File: src/hdl/mmu_pkg.sv
// ##################################################
// TLB_ENTRIES must be a power of two (the victim pointer wraps)
// 4 KB pages and a single-level page table only
// ##################################################
package mmu_pkg;

    localparam int ADDR_W        = 32;                    // virtual and physical address width
    localparam int TLB_ENTRIES   = 8;
    localparam int TLB_IDX_W     = $clog2(TLB_ENTRIES);   // victim pointer width
    localparam int VPN_W         = 20;                    // virtual page number
    localparam int PFN_W         = 20;                    // page frame number
    localparam int PAGE_OFFSET_W = 12;                    // 4 KB pages

    // PTE layout, one 32-bit word per virtual page
    localparam int PTE_P_BIT     = 0;   // present
    localparam int PTE_RW_BIT    = 1;   // writable, 0 means read only
    localparam int PTE_PCD_BIT   = 4;   // cache disable, set for mmio pages
    localparam int PTE_PFN_LSB   = 12;  // frame number occupies 31:12

    // fault code returned with every response
    typedef enum logic [1:0] {
        FAULT_NONE = 2'd0,
        FAULT_PAGE = 2'd1,   // pte not present
        FAULT_PROT = 2'd2    // write to a read-only page
    } fault_e;

    // translation controller states
    typedef enum logic [2:0] {
        S_IDLE      = 3'd0,  // waiting for a request
        S_LOOKUP    = 3'd1,  // tlb compare on the held request
        S_WALK_REQ  = 3'd2,  // pte read issued to memory
        S_WALK_WAIT = 3'd3,  // waiting for the pte word
        S_FILL      = 3'd4,  // write the decoded pte into the tlb
        S_RESP      = 3'd5   // response held until taken
    } ctrl_state_e;

endpackage
File: src/hdl/mmu_top.sv
// ##################################################
// drive flush only while req_ready is high
// ##################################################
`timescale 1ns/1ns
module mmu_top (
    input  logic                       clk,
    input  logic                       rst,
    input  logic                       flush,
    input  logic [mmu_pkg::ADDR_W-1:0] pt_base,
    input  logic                       req_valid,
    output logic                       req_ready,
    input  logic [mmu_pkg::ADDR_W-1:0] req_addr,
    input  logic                       req_write,
    input  logic                       req_is_mem,
    output logic                       rsp_valid,
    input  logic                       rsp_ready,
    output logic [mmu_pkg::ADDR_W-1:0] rsp_paddr,
    output logic                       rsp_pcd,
    output mmu_pkg::fault_e            rsp_fault,
    output logic                       mem_req_valid,
    input  logic                       mem_req_ready,
    output logic [mmu_pkg::ADDR_W-1:0] mem_addr,
    input  logic                       mem_rsp_valid,
    output logic                       mem_rsp_ready,
    input  logic [mmu_pkg::ADDR_W-1:0] mem_rdata
);

    logic [mmu_pkg::TLB_ENTRIES*mmu_pkg::VPN_W-1:0] entry_vpn;   // flat entry vectors
    logic [mmu_pkg::TLB_ENTRIES*mmu_pkg::PFN_W-1:0] entry_pfn;
    logic [mmu_pkg::TLB_ENTRIES-1:0]                entry_valid;
    logic [mmu_pkg::TLB_ENTRIES-1:0]                entry_rw;
    logic [mmu_pkg::TLB_ENTRIES-1:0]                entry_pcd;
    logic [mmu_pkg::ADDR_W-1:0]                     va;          // held request to lookup
    logic                                           write;
    logic                                           is_mem;
    logic                                           hit;
    logic [mmu_pkg::PFN_W-1:0]                      pfn;
    logic                                           pcd;
    mmu_pkg::fault_e                                fault;
    logic                                           fill_en;
    logic [mmu_pkg::VPN_W-1:0]                      fill_vpn;
    logic [mmu_pkg::PFN_W-1:0]                      fill_pfn;
    logic                                           fill_rw;
    logic                                           fill_pcd;

    tlb_entry_file entry_file_i (
        .clk(clk), .rst(rst), .flush(flush),
        .fill_en(fill_en), .fill_vpn(fill_vpn), .fill_pfn(fill_pfn),
        .fill_rw(fill_rw), .fill_pcd(fill_pcd),
        .entry_vpn(entry_vpn), .entry_pfn(entry_pfn), .entry_valid(entry_valid),
        .entry_rw(entry_rw), .entry_pcd(entry_pcd)
    );

    tlb_lookup lookup_i (
        .va(va), .write(write), .is_mem(is_mem),
        .entry_vpn(entry_vpn), .entry_pfn(entry_pfn), .entry_valid(entry_valid),
        .entry_rw(entry_rw), .entry_pcd(entry_pcd),
        .hit(hit), .pfn(pfn), .pcd(pcd), .fault(fault)
    );

    translate_ctrl ctrl_i (
        .clk(clk), .rst(rst), .pt_base(pt_base),
        .req_valid(req_valid), .req_addr(req_addr), .req_write(req_write),
        .req_is_mem(req_is_mem), .rsp_ready(rsp_ready),
        .hit(hit), .pfn(pfn), .pcd(pcd), .fault(fault),
        .mem_req_ready(mem_req_ready), .mem_rsp_valid(mem_rsp_valid), .mem_rdata(mem_rdata),
        .req_ready(req_ready), .va(va), .write(write), .is_mem(is_mem),
        .rsp_valid(rsp_valid), .rsp_paddr(rsp_paddr), .rsp_pcd(rsp_pcd),
        .rsp_fault(rsp_fault), .mem_req_valid(mem_req_valid), .mem_addr(mem_addr),
        .mem_rsp_ready(mem_rsp_ready), .fill_en(fill_en), .fill_vpn(fill_vpn),
        .fill_pfn(fill_pfn), .fill_rw(fill_rw), .fill_pcd(fill_pcd)
    );

endmodule

File: src/hdl/translate_ctrl.sv
// ##################################################
// one request in flight, req_ready only in S_IDLE
// pt_base must stay stable while a walk is in progress
// ##################################################
`timescale 1ns/1ns
module translate_ctrl (
    input  logic                          clk,
    input  logic                          rst,
    input  logic [mmu_pkg::ADDR_W-1:0]    pt_base,        // page table base address
    input  logic                          req_valid,
    input  logic [mmu_pkg::ADDR_W-1:0]    req_addr,
    input  logic                          req_write,
    input  logic                          req_is_mem,
    input  logic                          rsp_ready,
    input  logic                          hit,
    input  logic [mmu_pkg::PFN_W-1:0]     pfn,
    input  logic                          pcd,
    input  mmu_pkg::fault_e               fault,
    input  logic                          mem_req_ready,
    input  logic                          mem_rsp_valid,
    input  logic [mmu_pkg::ADDR_W-1:0]    mem_rdata,      // pte word
    output logic                          req_ready,
    output logic [mmu_pkg::ADDR_W-1:0]    va,
    output logic                          write,
    output logic                          is_mem,
    output logic                          rsp_valid,
    output logic [mmu_pkg::ADDR_W-1:0]    rsp_paddr,
    output logic                          rsp_pcd,
    output mmu_pkg::fault_e               rsp_fault,
    output logic                          mem_req_valid,
    output logic [mmu_pkg::ADDR_W-1:0]    mem_addr,
    output logic                          mem_rsp_ready,
    output logic                          fill_en,
    output logic [mmu_pkg::VPN_W-1:0]     fill_vpn,
    output logic [mmu_pkg::PFN_W-1:0]     fill_pfn,
    output logic                          fill_rw,
    output logic                          fill_pcd
);

    mmu_pkg::ctrl_state_e              state_q;
    mmu_pkg::ctrl_state_e              state_d;
    logic [mmu_pkg::ADDR_W-1:0]        va_q;          // held request
    logic                              write_q;
    logic                              is_mem_q;
    logic [mmu_pkg::ADDR_W-1:0]        mem_addr_q;    // pte address, stable under stall
    logic [mmu_pkg::PFN_W-1:0]         pte_pfn_q;     // decoded pte for the fill
    logic                              pte_rw_q;
    logic                              pte_pcd_q;
    logic [mmu_pkg::ADDR_W-1:0]        rsp_paddr_q;
    logic                              rsp_pcd_q;
    mmu_pkg::fault_e                   rsp_fault_q;
    logic [mmu_pkg::VPN_W-1:0]         vpn;
    logic [mmu_pkg::ADDR_W-1:0]        pte_addr;
    logic                              accept;
    logic                              pte_present;

    assign accept      = req_valid && req_ready;
    assign vpn         = va_q[mmu_pkg::ADDR_W-1 -: mmu_pkg::VPN_W];
    // pt_base + 4 * vpn
    assign pte_addr    = pt_base + {{(mmu_pkg::ADDR_W-mmu_pkg::VPN_W-2){1'b0}}, vpn, 2'b00};
    assign pte_present = mem_rdata[mmu_pkg::PTE_P_BIT];

    always_comb begin
        state_d = state_q;
        case (state_q)
            mmu_pkg::S_IDLE:      if (req_valid) state_d = mmu_pkg::S_LOOKUP;
            mmu_pkg::S_LOOKUP:    state_d = hit ? mmu_pkg::S_RESP : mmu_pkg::S_WALK_REQ;
            mmu_pkg::S_WALK_REQ:  if (mem_req_ready) state_d = mmu_pkg::S_WALK_WAIT;
            mmu_pkg::S_WALK_WAIT: begin
                if (mem_rsp_valid) begin
                    state_d = pte_present ? mmu_pkg::S_FILL : mmu_pkg::S_RESP;
                end
            end
            mmu_pkg::S_FILL:      state_d = mmu_pkg::S_LOOKUP;   // lookup again, now hits
            mmu_pkg::S_RESP:      if (rsp_ready) state_d = mmu_pkg::S_IDLE;
            default:              state_d = mmu_pkg::S_IDLE;
        endcase
    end

    always_ff @(posedge clk) begin
        if (rst) state_q <= mmu_pkg::S_IDLE;
        else     state_q <= state_d;
    end

    // request, walk and response registers
    always_ff @(posedge clk) begin
        if (accept) begin
            va_q     <= req_addr;
            write_q  <= req_write;
            is_mem_q <= req_is_mem;
        end
        if (state_q == mmu_pkg::S_LOOKUP && !hit) mem_addr_q <= pte_addr;
        if (state_q == mmu_pkg::S_WALK_WAIT && mem_rsp_valid) begin
            pte_pfn_q <= mem_rdata[mmu_pkg::PTE_PFN_LSB +: mmu_pkg::PFN_W];
            pte_rw_q  <= mem_rdata[mmu_pkg::PTE_RW_BIT];
            pte_pcd_q <= mem_rdata[mmu_pkg::PTE_PCD_BIT];
        end
        if (state_q == mmu_pkg::S_LOOKUP && hit) begin
            // non-memory requests pass straight through
            rsp_paddr_q <= is_mem_q ? {pfn, va_q[mmu_pkg::PAGE_OFFSET_W-1:0]} : va_q;
            rsp_pcd_q   <= is_mem_q && pcd;
            rsp_fault_q <= fault;
        end else if (state_q == mmu_pkg::S_WALK_WAIT && mem_rsp_valid && !pte_present) begin
            rsp_paddr_q <= va_q;                  // no frame on a page fault
            rsp_pcd_q   <= 1'b0;
            rsp_fault_q <= mmu_pkg::FAULT_PAGE;
        end
    end

    assign req_ready     = (state_q == mmu_pkg::S_IDLE);
    assign va            = va_q;
    assign write         = write_q;
    assign is_mem        = is_mem_q;
    assign rsp_valid     = (state_q == mmu_pkg::S_RESP);
    assign rsp_paddr     = rsp_paddr_q;
    assign rsp_pcd       = rsp_pcd_q;
    assign rsp_fault     = rsp_fault_q;
    assign mem_req_valid = (state_q == mmu_pkg::S_WALK_REQ);
    assign mem_addr      = mem_addr_q;
    assign mem_rsp_ready = (state_q == mmu_pkg::S_WALK_WAIT);
    assign fill_en       = (state_q == mmu_pkg::S_FILL);
    assign fill_vpn      = vpn;
    assign fill_pfn      = pte_pfn_q;
    assign fill_rw       = pte_rw_q;
    assign fill_pcd      = pte_pcd_q;

endmodule

File: src/hdl/tlb_entry_file.sv
// ##################################################
// flush wins over a fill in the same cycle
// replacement is plain round robin, invalid slots are not preferred
// ##################################################
`timescale 1ns/1ns
module tlb_entry_file (
    input  logic                                           clk,
    input  logic                                           rst,
    input  logic                                           flush,      // clear all valid bits
    input  logic                                           fill_en,
    input  logic [mmu_pkg::VPN_W-1:0]                      fill_vpn,
    input  logic [mmu_pkg::PFN_W-1:0]                      fill_pfn,
    input  logic                                           fill_rw,
    input  logic                                           fill_pcd,
    output logic [mmu_pkg::TLB_ENTRIES*mmu_pkg::VPN_W-1:0] entry_vpn,
    output logic [mmu_pkg::TLB_ENTRIES*mmu_pkg::PFN_W-1:0] entry_pfn,
    output logic [mmu_pkg::TLB_ENTRIES-1:0]                entry_valid,
    output logic [mmu_pkg::TLB_ENTRIES-1:0]                entry_rw,
    output logic [mmu_pkg::TLB_ENTRIES-1:0]                entry_pcd
);

    logic [mmu_pkg::VPN_W-1:0]       vpn_q [mmu_pkg::TLB_ENTRIES];   // tags
    logic [mmu_pkg::PFN_W-1:0]       pfn_q [mmu_pkg::TLB_ENTRIES];   // frames
    logic [mmu_pkg::TLB_ENTRIES-1:0] valid_q;
    logic [mmu_pkg::TLB_ENTRIES-1:0] rw_q;
    logic [mmu_pkg::TLB_ENTRIES-1:0] pcd_q;
    logic [mmu_pkg::TLB_IDX_W-1:0]   victim_q;                        // next slot to replace
    logic                            do_fill;

    assign do_fill = fill_en && !flush;

    // control state: valid bits and victim pointer
    always_ff @(posedge clk) begin
        if (rst) begin
            valid_q  <= '0;
            victim_q <= '0;
        end else if (flush) begin
            valid_q <= '0;                     // pointer keeps its position
        end else if (fill_en) begin
            valid_q[victim_q] <= 1'b1;
            victim_q          <= victim_q + 1'b1;   // wraps at TLB_ENTRIES
        end
    end

    // entry payload
    always_ff @(posedge clk) begin
        if (do_fill) begin
            vpn_q[victim_q] <= fill_vpn;
            pfn_q[victim_q] <= fill_pfn;
            rw_q[victim_q]  <= fill_rw;
            pcd_q[victim_q] <= fill_pcd;
        end
    end

    // flatten for the lookup
    genvar i;
    generate
        for (i = 0; i < mmu_pkg::TLB_ENTRIES; i = i + 1) begin : g_flat
            assign entry_vpn[i*mmu_pkg::VPN_W +: mmu_pkg::VPN_W] = vpn_q[i];
            assign entry_pfn[i*mmu_pkg::PFN_W +: mmu_pkg::PFN_W] = pfn_q[i];
        end
    endgenerate

    assign entry_valid = valid_q;
    assign entry_rw    = rw_q;
    assign entry_pcd   = pcd_q;

endmodule

File: src/hdl/tlb_lookup.sv
// ##################################################
// purely combinational, assumes at most one valid tag matches
// ##################################################
`timescale 1ns/1ns
module tlb_lookup (
    input  logic [mmu_pkg::ADDR_W-1:0]                  va,          // address to translate
    input  logic                                        write,
    input  logic                                        is_mem,      // low means no translation
    input  logic [mmu_pkg::TLB_ENTRIES*mmu_pkg::VPN_W-1:0] entry_vpn,
    input  logic [mmu_pkg::TLB_ENTRIES*mmu_pkg::PFN_W-1:0] entry_pfn,
    input  logic [mmu_pkg::TLB_ENTRIES-1:0]             entry_valid,
    input  logic [mmu_pkg::TLB_ENTRIES-1:0]             entry_rw,
    input  logic [mmu_pkg::TLB_ENTRIES-1:0]             entry_pcd,
    output logic                                        hit,
    output logic [mmu_pkg::PFN_W-1:0]                   pfn,
    output logic                                        pcd,
    output mmu_pkg::fault_e                             fault
);

    logic [mmu_pkg::VPN_W-1:0]       vpn;
    logic [mmu_pkg::TLB_ENTRIES-1:0] match;     // one-hot on a hit
    logic                            tag_hit;
    logic                            rw_sel;    // write permission of the matching entry

    assign vpn = va[mmu_pkg::ADDR_W-1 -: mmu_pkg::VPN_W];

    // tag compare per entry, only valid entries can match
    genvar i;
    generate
        for (i = 0; i < mmu_pkg::TLB_ENTRIES; i = i + 1) begin : g_cmp
            assign match[i] = entry_valid[i] &&
                              (entry_vpn[i*mmu_pkg::VPN_W +: mmu_pkg::VPN_W] == vpn);
        end
    endgenerate

    assign tag_hit = |match;

    // and-or mux, all zero when nothing matches
    always_comb begin
        pfn    = '0;
        pcd    = 1'b0;
        rw_sel = 1'b0;
        for (int k = 0; k < mmu_pkg::TLB_ENTRIES; k++) begin
            pfn    = pfn | (entry_pfn[k*mmu_pkg::PFN_W +: mmu_pkg::PFN_W] & {mmu_pkg::PFN_W{match[k]}});
            pcd    = pcd | (entry_pcd[k] & match[k]);
            rw_sel = rw_sel | (entry_rw[k] & match[k]);
        end
    end

    // non-memory requests always count as a hit
    assign hit = tag_hit || !is_mem;

    always_comb begin
        fault = mmu_pkg::FAULT_NONE;
        if (is_mem && tag_hit && write && !rw_sel) begin
            fault = mmu_pkg::FAULT_PROT;   // write to read-only page
        end
    end

endmodule

File: config.mk
export PLATFORM = sky130hd
export DESIGN_NAME = mmu_top
export DESIGN_NICKNAME = d
export VERILOG_FILES = /design/src/hdl/mmu_pkg.sv /design/src/hdl/mmu_top.sv /design/src/hdl/translate_ctrl.sv /design/src/hdl/tlb_entry_file.sv /design/src/hdl/tlb_lookup.sv
export SDC_FILE = /design/constraint.sdc
export NUM_CORES = 1
export LEC_CHECK = 0
export ABC_AREA = 0
export BUFFER_PORTS_ARGS = -buffer_cell sky130_fd_sc_hd__buf_2
export CELL_PAD_IN_SITES_DETAIL_PLACEMENT = 1
export CELL_PAD_IN_SITES_GLOBAL_PLACEMENT = 1
export CORE_UTILIZATION = 45
export CTS_BUF_LIST = sky130_fd_sc_hd__clkbuf_8
export CTS_CLUSTER_SIZE = 14
export DETAILED_ROUTE_END_ITERATION = 10
export GPL_TIMING_DRIVEN = 0
export PLACE_DENSITY_LB_ADDON = 0.1
export RECOVER_POWER = 50
export SETUP_SLACK_MARGIN = 0.5
export SLEW_MARGIN = 20
export SYNTH_ARGS = -nofsm -noshare
export SYNTH_HDL_FRONTEND = slang
export SYNTH_SLANG_ARGS = --single-unit
File: constraint.sdc
create_clock -name clk -period 10.8 [get_ports clk]
set_input_delay 0.54 -clock clk [delete_from_list [all_inputs] [get_ports clk]]
set_output_delay 0.54 -clock clk [all_outputs]
set_load 0.03 [all_outputs]
==> results.rst, run 1 <==
.. list-table::
   :header-rows: 1

   * - Metric
     - Value
   * - Minimum period implied by the final worst setup slack
     - 4.46 ns
   * - Total length of routed wires
     - 52400 µm
   * - Via/cell ratio
     - 5.50
   * - Distinct cell type count of the synthesized netlist
     - 60
   * - Die H
     - 208 µm
   * - Mean area per synthesized cell
     - 16.3 µm²
   * - Area delta synth->final
     - 17.5%
   * - Residual DRC
     - 0
   * - FF/Latch Area
     - 14100 µm²
   * - Final-stage net count
     - 1582
   * - Required time of the worst setup path
     - 11.30 ns
   * - Tightest Pin Transition
     - 1.70 ns
   * - Worst setup margin
     - 6.34 ns
   * - Total I/O pin count
     - 176
   * - CTS Root Buffer Type
     - clkbuf_8
   * - Quantity of I/O buffers inserted on ports
     - 166
   * - Number of warnings printed during yosys synthesis
     - 0
   * - DP Worst Slack
     - 6.33 ns
   * - Filler instances
     - 4058
   * - Tightest Hold Check Type
     - input pin to flip-flop
   * - Cell family contributing the most delay on the critical path
     - simple AND/OR/NAND/NOR gates
   * - Syn Inst Count
     - 1172
   * - Worst Hold End
     - ctrl_i.va[28]
   * - CTS tree
     - yes
   * - Via count of the first global-routing pass
     - 12300
   * - Buffers inserted by post-CTS timing repair
     - 0
   * - Worst Path Buf+Inv
     - 2
   * - Share of final-layout standard cells stronger than drive strength 1
     - 19.2%
   * - CTS Buf Count
     - 81
   * - Number of cells on the worst hold path
     - 1
   * - Crit-path slowest cell
     - nor4_4
   * - Post-route clock period utilization
     - 41.3%
   * - Part of the Yosys area used for sequential elements
     - 73.8%
   * - Clock Skews
     - 0.0242 ns
   * - Launch instance of the worst register-to-register path
     - ctrl_i.va[18]
   * - Remaining max-slew budget at the tightest pin
     - -13.0%
   * - CTS clk-pin slew, worst paths
     - 0.06 ns
   * - Final Max Slew Viols
     - 28
   * - Cell area after placement
     - 21100 µm²
   * - Number of non-filler instances in the completed layout
     - 2047
   * - Crit path DAT
     - 4.96 ns
   * - Achievable Freq
     - 224 MHz
   * - Number of failing hold endpoints at the final stage
     - 0
   * - Number of instances in the placed design
     - 1911
   * - Post-synthesis cell area
     - 19100 µm²
   * - Setup CP Type
     - flip-flop to flip-flop
   * - Effective utilization at floorplan
     - 45.5%
   * - Unrepaired setup endpoints after global routing
     - false
   * - WL per Instance
     - 25.6 µm
   * - Die Area
     - 43200 µm²
   * - Pin count of the biggest net entering global routing
     - 31
   * - Antenna diodes
     - 0
   * - Largest fanout on the critical path
     - 10
   * - Clock tree buffer depth
     - 3
   * - Post-route design area
     - 22400 µm²
   * - Max Cap Violations
     - 1
   * - DRC marker count from the first detailed-route iteration
     - 720
   * - Status
     - finished, violations left
   * - Combined area of the multi-input logic cells
     - 4760 µm²
   * - Number of enable-type register cells in the synthesized netlist
     - 459
   * - Number of hold buffers added after CTS
     - 0
   * - Number of rows in the core area
     - 75
   * - Leakage power of the design
     - 7.58 nW
   * - Width of the die
     - 208 µm
   * - Post-route antenna net violation count
     - 0
   * - Detailed placer's ending HPWL
     - 35600 µm
   * - Highest-count cells in the layout ignoring fill and taps
     - edfxtp_1, xnor2_1, buf_2
   * - Remaining global-route overflow
     - 0
   * - Most common cell after layout, fill and taps aside
     - edfxtp_1
   * - Stage delay of the slowest cell on the critical path
     - 0.81 ns
   * - Clock sink total
     - 473
   * - Post-Route Hold Slack
     - 0.0788 ns
   * - Total Power Consumption
     - 3.99 mW
   * - Number of nets in the synthesized netlist
     - 1299
   * - Source-to-sink clock delay at the later pin of the worst-skew pair
     - 0.63 ns
   * - Total number of H-tree levels
     - 3
   * - Final setup TNS
     - 0 ns
   * - Ordered list of cells on the worst path
     - buf_2 -> xnor2_1 -> nand4_1 -> nor4_4 -> and2_0 -> clkbuf_1 -> a22oi_1 -> nand4b_1 -> mux2_4
   * - Power per cell area
     - 178 nW/µm²
   * - Number of setup violations in the final report
     - 0
   * - Post-synth top flop
     - edfxtp_1
   * - Core Util, Final
     - 53.5%
   * - Antenna violations before repair
     - 0
   * - Vias post-DR
     - 11300
   * - Critical Path End Type
     - flip-flop
   * - Worst-case register-to-register setup slack
     - 6.34 ns
   * - First-pass iteration count of the detailed router
     - 6
   * - Violated checks
     - max-capacitance violations, max-slew violations
   * - Count of cells resized by post-cts repair
     - 0
   * - Share of synthesized registers carrying an async set or reset
     - 0%
   * - Capture point of the worst reg-to-reg path
     - ctrl_i.rsp_paddr[24]
   * - RePlAce Congestion
     - 0.785
   * - Hold wc startpoint
     - req_addr[28]
   * - Total Routing Usage GR
     - 24.7%
   * - Core area
     - 41900 µm²
   * - Startpoint types
     - flip-flop
   * - Worst VDD drop
     - 0.0000938 V
   * - FF+latch count, synth
     - 473
   * - Wire length of the first global-routing pass
     - 77000 µm
   * - Cells on worst reg2reg path
     - 9
-- flip-flops by register name, summed over array words and instances (netlist names), 3 cells and up --
name and count:
ctrl_i.mem_addr 32, entry_file_i.pfn_q 160, entry_file_i.entry_rw 8, ctrl_i.fill_pfn 20, entry_file_i.vpn_q 160, ctrl_i.rsp_paddr 32, entry_file_i.victim_q 3, ctrl_i.state_q 3
ctrl_i.va 32, entry_file_i.entry_pcd 8, entry_file_i.entry_valid 8
-- synth_stat cells (3+ instances only) --
library cell	count	area share [%]
edfxtp_1	459	72
xnor2_1	147	6.8
nand3_1	83	2.2
nand4_1	45	1.5
xor2_1	42	1.9
a22oi_1	34	1.3
nand2_1	33	0.65
nor2_1	30	0.59
a21oi_1	22	0.58
ha_1	21	1.4
clkbuf_1	20	0.39
mux2_4	17	1.3
dfxtp_1	14	1.5
nor4_1	14	0.46
nor3_1	13	0.34
and3_1	12	0.39
inv_1	12	0.24
o21ai_0	11	0.29
and2_1	10	0.33
buf_2	10	0.26
nand4b_1	10	0.46
buf_4	9	0.35
nand2b_1	9	0.30
nand3b_1	9	0.35
o211ai_1	8	0.32
buf_6	7	0.41
a22o_1	6	0.28
nor2b_1	6	0.20
o21a_1	6	0.24
a21o_1	4	0.16
a31oi_1	4	0.13
or3_1	4	0.13
a211oi_1	3	0.12
a221oi_1	3	0.14
-- where the power goes --
part	leakage (nW)	switching, mW	internal [mW]
Clock	0.843	0.693	0.739
Sequential	4.27	0.0543	2.10
Combinational	2.47	0.267	0.146
Total	7.58	1.01	2.98
-- per-layer routing --
metal | GRT usage [%] | routed length, µm
met1 | 30.7 | 21500
met2 | 41.6 | 26300
met3 | 5.05 | 2520
met4 | 11.1 | 2080
met5 | 0 | 0
-- cell type report --
class	count	share of cell area, %
plain buffers	49	1.27
clock buffers	88	5.41
clock inverters	48	0.838
inverters	12	0.201
multi-input cells	638	21.2
flip-flops and latches	473	62.8
well taps	539	3.01
repair buffers	200	5.22
-- kinds of logic (layout without fill, tap and decap cells) --
group,count (synthesis),count (layout),synth area share (%)
mux,20,20,1.51
flops,473,473,73.8
fa+ha+maj,22,22,1.48
simple gates,291,291,8.51
compound gates,116,116,4.29
buf+inv,61,397,1.73
xor+xnor,189,189,8.69
-- worst max-delay path by stage --
stage	depth (start not counted)	end	start
floorplan	5	entry_file_i.entry_pcd[0]	ctrl_i.state_q[0]
global placement	4	entry_file_i.pfn_q[5][2]	ctrl_i.state_q[2]
detailed placement	9	ctrl_i.rsp_paddr[24]	ctrl_i.va[18]
CTS	9	ctrl_i.rsp_paddr[24]	ctrl_i.va[18]
global route	11	ctrl_i.rsp_pcd	ctrl_i.va[23]
finish	9	ctrl_i.rsp_paddr[24]	ctrl_i.va[18]
-- worst reg2reg max path: stages, from the launching register on --
cell      delay, ns
edfxtp_1       0.69
buf_2          0.49
xnor2_1        0.25
nand4_1        0.25
nor4_4         0.81
and2_0         0.49
clkbuf_1       0.71
a22oi_1        0.17
nand4b_1       0.28
mux2_4         0.20
No activity file was read; power rests on OpenSTA's default activity.
==> inputs of run 2 (changes only) <==
ABC_AREA = 1   (was 0)
clock period = 4.4 ns   (was 10.8 ns; I/O delays follow)
==> results.rst, run 2 <==
.. list-table::
   :header-rows: 1

   * - Metric
     - Value
   * - WL per Instance
     - 22.0 µm (was 25.6 µm)
   * - Post-synthesis cell area
     - 20200 µm² (was 19100 µm²)
   * - Residual DRC
     - 0 (unchanged)
   * - Post-Route Hold Slack
     - 0.0882 ns (was 0.0788 ns)
   * - Largest fanout on the critical path
     - 32 (was 10)
   * - Number of setup violations in the final report
     - 0 (unchanged)
   * - CTS Buf Count
     - 81 (unchanged)
   * - Effective utilization at floorplan
     - 45.7% (was 45.5%)
   * - Number of rows in the core area
     - 77 (was 75)
   * - Cell area after placement
     - 22300 µm² (was 21100 µm²)
   * - Via/cell ratio
     - 5.13 (was 5.50)
   * - Quantity of I/O buffers inserted on ports
     - 165 (was 166)
   * - Total length of routed wires
     - 61900 µm (was 52400 µm)
   * - Buffers inserted by post-CTS timing repair
     - 0 (unchanged)
   * - Antenna violations before repair
     - 0 (unchanged)
   * - Clock Skews
     - 0.0276 ns (was 0.0242 ns)
   * - Setup CP Type
     - flip-flop to flip-flop (unchanged)
   * - Synth cell count leaders
     - nand2_1, edfxtp_1, nor2_1 (was edfxtp_1, xnor2_1, nand3_1)
   * - RePlAce Congestion
     - 0.844 (was 0.785)
   * - Number of failing hold endpoints at the final stage
     - 0 (unchanged)
   * - Detailed placer's ending HPWL
     - 42800 µm (was 35600 µm)
   * - Achievable Freq
     - 268 MHz (was 224 MHz)
   * - Worst setup margin
     - 0.671 ns (was 6.34 ns)
   * - Minimum period implied by the final worst setup slack
     - 3.73 ns (was 4.46 ns)
   * - Cells on worst reg2reg path
     - 11 (was 9)
   * - Synth area leader
     - edfxtp_1 (unchanged)
   * - Remaining max-slew budget at the tightest pin
     - 37.6% (was -13.0%)
   * - CTS tree
     - yes (unchanged)
   * - Power per cell area
     - 461 nW/µm² (was 178 nW/µm²)
   * - Share of final-layout standard cells stronger than drive strength 1
     - 17.4% (was 19.2%)
   * - Width of the die
     - 214 µm (was 208 µm)
   * - Post-route antenna net violation count
     - 0 (unchanged)
   * - Crit path DAT
     - 4.00 ns (was 4.96 ns)
   * - Endpoint of the worst setup timing path
     - ctrl_i.mem_addr[18] (was ctrl_i.rsp_paddr[24])
   * - Area delta synth->final
     - 20.6% (was 17.5%)
   * - Clock tree buffer depth
     - 3 (unchanged)
   * - Required time of the worst setup path
     - 4.67 ns (was 11.30 ns)
   * - Number of enable-type register cells in the synthesized netlist
     - 459 (unchanged)
   * - Vias post-DR
     - 14500 (was 11300)
   * - DP Worst Slack
     - 0.719 ns (was 6.33 ns)
   * - Distinct cell type count of the synthesized netlist
     - 42 (was 60)
   * - Syn Inst Count
     - 1789 (was 1172)
   * - Antenna diodes
     - 0 (unchanged)
   * - Number of non-filler instances in the completed layout
     - 2820 (was 2047)
   * - Unrepaired setup endpoints after global routing
     - false (unchanged)
   * - Tightest Hold Check Type
     - input pin to flip-flop (unchanged)
   * - Post-synth top flop
     - edfxtp_1 (unchanged)
   * - Final-stage net count
     - 2294 (was 1582)
   * - Total Routing Usage GR
     - 27.5% (was 24.7%)
   * - First-pass iteration count of the detailed router
     - 5 (was 6)
   * - Number of nets in the synthesized netlist
     - 1916 (was 1299)
   * - Post-route clock period utilization
     - 84.7% (was 41.3%)
   * - Remaining global-route overflow
     - 0 (unchanged)
   * - Startpoint types
     - flip-flop (unchanged)
   * - Leakage power of the design
     - 9.92 nW (was 7.58 nW)
   * - Pin count of the biggest net entering global routing
     - 33 (was 31)
   * - Final Max Slew Viols
     - 0 (was 28)
   * - Mean area per synthesized cell
     - 11.3 µm² (was 16.3 µm²)
   * - Source-to-sink clock delay at the later pin of the worst-skew pair
     - 0.66 ns (was 0.63 ns)
   * - Die H
     - 214 µm (was 208 µm)
   * - Post-route design area
     - 24400 µm² (was 22400 µm²)
   * - Critical Path End Type
     - flip-flop (unchanged)
   * - Number of instances in the placed design
     - 2601 (was 1911)
   * - Clock sink total
     - 473 (unchanged)
   * - Total number of H-tree levels
     - 3 (unchanged)
   * - Most repeated cell in the gate-level netlist after synthesis
     - nand2_1 (was edfxtp_1)
   * - DRC marker count from the first detailed-route iteration
     - 920 (was 720)
   * - Max Cap Violations
     - 0 (was 1)
   * - CTS Root Buffer Type
     - clkbuf_8 (unchanged)
   * - Top flop regs
     - entry_file_i.pfn_q: 160 flops, entry_file_i.vpn_q: 160 flops (unchanged)
   * - Number of warnings printed during yosys synthesis
     - 0 (unchanged)
   * - Most common cell after layout, fill and taps aside
     - nand2_1 (was edfxtp_1)
   * - Status
     - finished, final reports clean (was finished, violations left)
   * - Die Area
     - 45800 µm² (was 43200 µm²)
   * - Portion of synthesized cell area occupied by the leading cell type
     - 68.1% (was 72.3%)
   * - Launching instance or port of the critical path
     - ctrl_i.va[16] (was ctrl_i.va[18])
   * - Wire length of the first global-routing pass
     - 93300 µm (was 77000 µm)
   * - Launch instance of the worst register-to-register path
     - ctrl_i.va[16] (was ctrl_i.va[18])
   * - Tightest Pin Transition
     - 0.935 ns (was 1.70 ns)
   * - Worst-case register-to-register setup slack
     - 0.67 ns (was 6.34 ns)
   * - Capture point of the worst reg-to-reg path
     - ctrl_i.mem_addr[18] (was ctrl_i.rsp_paddr[24])
   * - Via count of the first global-routing pass
     - 15700 (was 12300)
   * - Core area
     - 44300 µm² (was 41900 µm²)
   * - Total I/O pin count
     - 176 (unchanged)
   * - Cell types with the largest area share after synthesis
     - edfxtp_1, nand2_1, nor2_1 (was edfxtp_1, xnor2_1, nand3_1)
   * - CTS clk-pin slew, worst paths
     - 0.06 ns (about the same)
   * - Worst VDD drop
     - 0.000345 V (was 0.0000938 V)
   * - Share of synthesized registers carrying an async set or reset
     - 0% (unchanged)
   * - Core Util, Final
     - 55.1% (was 53.5%)
   * - Highest-count cells in the layout ignoring fill and taps
     - nand2_1, edfxtp_1, nor2_1 (was edfxtp_1, xnor2_1, buf_2)
   * - FF+latch count, synth
     - 473 (unchanged)
   * - Part of the Yosys area used for sequential elements
     - 69.5% (was 73.8%)
## run 2: cell count changes in the layout (fill, tap and decap cells not counted), sizes merged, moves of 33 or more
cell	delta
xnor2	-116
buf	+33
inv	+121
o21ai	+67
nand4	-39
nand2	+607
nand3	-54
nor2	+163
dlygate4sd3	+75
## run 2: repair_timing
item | in CTS | in global routing
hold buffers | 75 | 0
gates resized for setup | 0 | 0
hold endpoints to repair | 80 | 0
## run 2: worst min-delay path by stage
stage	start	end	slack [ns]	cells after the start
after floorplan	rst	ctrl_i.state_q[0]	0.29	1
after global placement	req_addr[27]	ctrl_i.va[27]	0.40	1
after detailed placement	mem_rdata[14]	ctrl_i.fill_pfn[2]	0.40	1
after CTS	pt_base[7]	ctrl_i.mem_addr[7]	0.04	3
after global routing	pt_base[5]	ctrl_i.mem_addr[5]	0.07	3
final	pt_base[8]	ctrl_i.mem_addr[8]	0.09	3
## run 2: cells by family after synthesis
group,after synthesis,share of synthesized area [%]
compound gates,155,4.51
xor+xnor,54,2.34
flops,473,69.5
fa+ha+maj,22,1.40
simple gates,898,17.9
buf+inv,187,4.37
## run 2: per-layer routing
layer | part of all wire (%) | wire length (µm) | GRT usage (%) | vias to the layer above
li1 | - | - | - | 6750
met1 | 41 | 25300 | 33.5 | 7221
met2 | 51 | 31700 | 48.8 | 365
met3 | 4.4 | 2740 | 4.52 | 133
met4 | 3.5 | 2140 | 10.1 | 0
met5 | 0 | 0 | 0 | -
## run 2: layout make-up
type                       count  area, µm²
buffer                        41        335
clock buffer                  87       1200
clock inverter                57        236
fill                        4846      19900
inverter                     146        548
multi-input combinational   1129       5340
sequential                   473      14100
tap                          592        741
timing repair buffer         295       1950
## run 2: stage by stage
| stage | setup TNS [ns] | total power, mW |
|---|---|---|
| 2_1_floorplan | 0 | 6.84 |
| 3_3_place_gp | -948.98 | 7.63 |
| 3_5_place_dp | 0 | 7.71 |
| 4_1_cts | 0 | 11.4 |
| 5_1_grt | 0 | 11.7 |
| 6_report | 0 | 11.2 |
## run 2: where the power goes
group          leakage, nW  switching (mW)  internal (mW)
Sequential            4.27           0.329           5.37
Clock                0.823            1.79           1.82
Combinational         4.83            1.37          0.573
Total                 9.92            3.49           7.76
## run 2: worst max-delay path: stages (launching register included)
cell	delay (ns)
edfxtp_1	0.83
buf_2	0.42
inv_2	0.21
o21ai_0	0.23
nor2_1	0.06
nand2_1	0.06
nor2_1	0.06
nand3_2	0.17
nand2_2	0.09
nor2_4	0.17
nand4_1	0.32
inv_2	0.66
==> inputs of run 3 (changes only) <==
ABC_AREA = 0   (was 1)
clock period = 3.8 ns   (was 4.4 ns; I/O delays follow)
==> results.rst, run 3 (synthesis gave the netlist of run 1 again) <==
.. list-table::
   :header-rows: 1

   * - Metric
     - Value
   * - Status
     - finished, violations left (was finished, final reports clean)
   * - Violated checks
     - max-capacitance violations, max-slew violations
   * - Post-route antenna net violation count
     - 0 (unchanged)
   * - Source-to-sink clock delay at the later pin of the worst-skew pair
     - 0.63 ns (was 0.66 ns)
   * - Effective utilization at floorplan
     - 45.5% (was 45.7%)
   * - Post-route design area
     - 23900 µm² (was 24400 µm²)
   * - Core area
     - 41900 µm² (was 44300 µm²)
   * - Most common cell after layout, fill and taps aside
     - edfxtp_1 (was nand2_1)
   * - Top flop regs
     - entry_file_i.pfn_q: 160 flops, entry_file_i.vpn_q: 160 flops (unchanged)
   * - CTS Buf Count
     - 83 (was 81)
   * - Highest-count cells in the layout ignoring fill and taps
     - edfxtp_1, xnor2_1, clkbuf_1 (was nand2_1, edfxtp_1, nor2_1)
   * - Total I/O pin count
     - 176 (unchanged)
   * - Number of failing hold endpoints at the final stage
     - 0 (unchanged)
   * - Share of final-layout standard cells stronger than drive strength 1
     - 21.2% (was 17.4%)
   * - Unrepaired setup endpoints after global routing
     - true (was false)
   * - RePlAce Congestion
     - 0.795 (was 0.844)
   * - Die Area
     - 43200 µm² (was 45800 µm²)
   * - Number of rows in the core area
     - 75 (was 77)
   * - Total length of routed wires
     - 54900 µm (was 61900 µm)
   * - Width of the die
     - 208 µm (was 214 µm)
   * - Worst VDD drop
     - 0.000321 V (was 0.000345 V)
   * - Ordered list of cells on the worst path
     - clkbuf_1 -> ha_1 -> a211oi_1 -> o211ai_1 -> a31oi_2 -> o21ai_0 -> o21a_1 -> o31ai_1 -> xnor2_1 (was buf_2 -> inv_2 -> o21ai_0 -> nor2_1 -> nand2_1 -> nor2_1 -> nand3_2 -> nand2_2 -> nor2_4 -> nand4_1 -> inv_2)
   * - Cell family contributing the most delay on the critical path
     - compound AO/OA/AOI/OAI gates (was buffers and inverters)
   * - Wire length of the first global-routing pass
     - 80200 µm (was 93300 µm)
   * - Residual DRC
     - 0 (unchanged)
   * - First-pass iteration count of the detailed router
     - 5 (unchanged)
   * - Clock sink total
     - 473 (unchanged)
   * - Remaining max-slew budget at the tightest pin
     - -18.0% (was 37.6%)
   * - Power per cell area
     - 493 nW/µm² (was 461 nW/µm²)
   * - Stage delay of the slowest cell on the critical path
     - 0.58 ns (was 0.83 ns)
   * - Die H
     - 208 µm (was 214 µm)
   * - Leakage power of the design
     - 8.21 nW (was 9.92 nW)
   * - Max Cap Violations
     - 1 (was 0)
   * - CTS clk-pin slew, worst paths
     - 0.06 ns (about the same)
   * - Required time of the worst setup path
     - 4.17 ns (was 4.67 ns)
   * - Quantity of I/O buffers inserted on ports
     - 166 (was 165)
   * - Tightest Pin Transition
     - 1.77 ns (was 0.935 ns)
   * - Tightest Hold Check Type
     - input pin to flip-flop (unchanged)
   * - Detailed placer's ending HPWL
     - 35100 µm (was 42800 µm)
   * - Final-stage net count
     - 1694 (was 2294)
   * - Via/cell ratio
     - 5.45 (was 5.13)
   * - Crit-path slowest cell
     - clkbuf_1 (was edfxtp_1)
   * - Clock tree buffer depth
     - 3 (unchanged)
   * - Area delta synth->final
     - 25.3% (was 20.6%)
   * - WL per Instance
     - 25.3 µm (was 22.0 µm)
   * - Largest fanout on the critical path
     - 9 (was 32)
   * - Via count of the first global-routing pass
     - 12800 (was 15700)
   * - Critical Path End Type
     - flip-flop (unchanged)
   * - Worst Path Buf+Inv
     - 1 (was 3)
   * - Final Max Slew Viols
     - 28 (was 0)
   * - Remaining global-route overflow
     - 0 (unchanged)
   * - Total Routing Usage GR
     - 25.7% (was 27.5%)
   * - CTS tree
     - yes (unchanged)
   * - Pin count of the biggest net entering global routing
     - 36 (was 33)
   * - Cell area after placement
     - 21100 µm² (was 22300 µm²)
   * - Antenna diodes
     - 0 (unchanged)
   * - Vias post-DR
     - 11800 (was 14500)
   * - Number of setup violations in the final report
     - 0 (unchanged)
   * - CTS Root Buffer Type
     - clkbuf_8 (unchanged)
   * - Post-Route Hold Slack
     - 0.0463 ns (was 0.0882 ns)
   * - Crit path DAT
     - 3.72 ns (was 4.00 ns)
   * - Total number of H-tree levels
     - 3 (unchanged)
   * - Setup CP Type
     - flip-flop to flip-flop (unchanged)
   * - Post-route clock period utilization
     - 88.2% (was 84.7%)
   * - Clock Skews
     - 0.0241 ns (was 0.0276 ns)
   * - Achievable Freq
     - 299 MHz (was 268 MHz)
   * - Antenna violations before repair
     - 0 (unchanged)
   * - Startpoint types
     - flip-flop (unchanged)
   * - Minimum period implied by the final worst setup slack
     - 3.35 ns (was 3.73 ns)
   * - DRC marker count from the first detailed-route iteration
     - 683 (was 920)
run 3: path summary, 6_finish.rpt:
kind              slack (ns)                  end           from  cells after the start
setup / recovery        0.45  ctrl_i.mem_addr[21]  ctrl_i.va[18]                      9
hold / removal          0.05  ctrl_i.mem_addr[19]    pt_base[19]                      3
setup reg to reg        0.45  ctrl_i.mem_addr[21]  ctrl_i.va[18]                      9
hold reg to reg         0.43  ctrl_i.rsp_paddr[4]   ctrl_i.va[4]                      0
run 3: power by group:
part           switching [mW]  leakage (nW)  internal, mW
Clock                    2.04         0.883          2.25
Sequential             0.0703          4.27          5.96
Combinational           0.929          3.06         0.537
run 3: cell type report:
cell class / count / area [µm²]
buffer: 49 / 375
clock buffer: 94 / 1290
clock inverter: 55 / 221
fill: 3995 / 18000
inverter: 12 / 45.0
multi-input combinational: 639 / 4980
sequential: 473 / 14100
tap: 539 / 674
timing repair buffer: 309 / 2240
run 3: stage by stage:
step                      power (mW)  TNS, ns  utilization (%)  cells  setup WS [ns]
final                           11.8        0             57.1   2170          0.450
after global placement          7.38  -446.50             49.2   1877          -1.36
after detailed placement        7.42   -57.18             50.4   1899         -0.839
after global routing            12.2        0             57.1   2170          0.301
after CTS                       11.9        0             57.0   2157          0.477
after floorplan                 6.94        0                -   1172          0.524
run 3: worst min-delay path, cell delays in order:
cell     delay, ns
buf_2         0.08
ha_1          0.17
xnor2_1       0.12
run 3: what timing repair did:
item,4_1_cts,5_1_grt
buffers inserted,33,12
pin swaps,9,6
resized for setup,45,27
cloned,1,1
hold endpoints to repair,79,0
hold buffers,75,0
setup endpoints to repair,103,89
run 3: metal layers:
layer	GRT usage (%)	share of wire [%]
met5	0	0
met4	10.4	3.7
met3	5.16	4.4
met2	44.3	50
met1	31.6	42
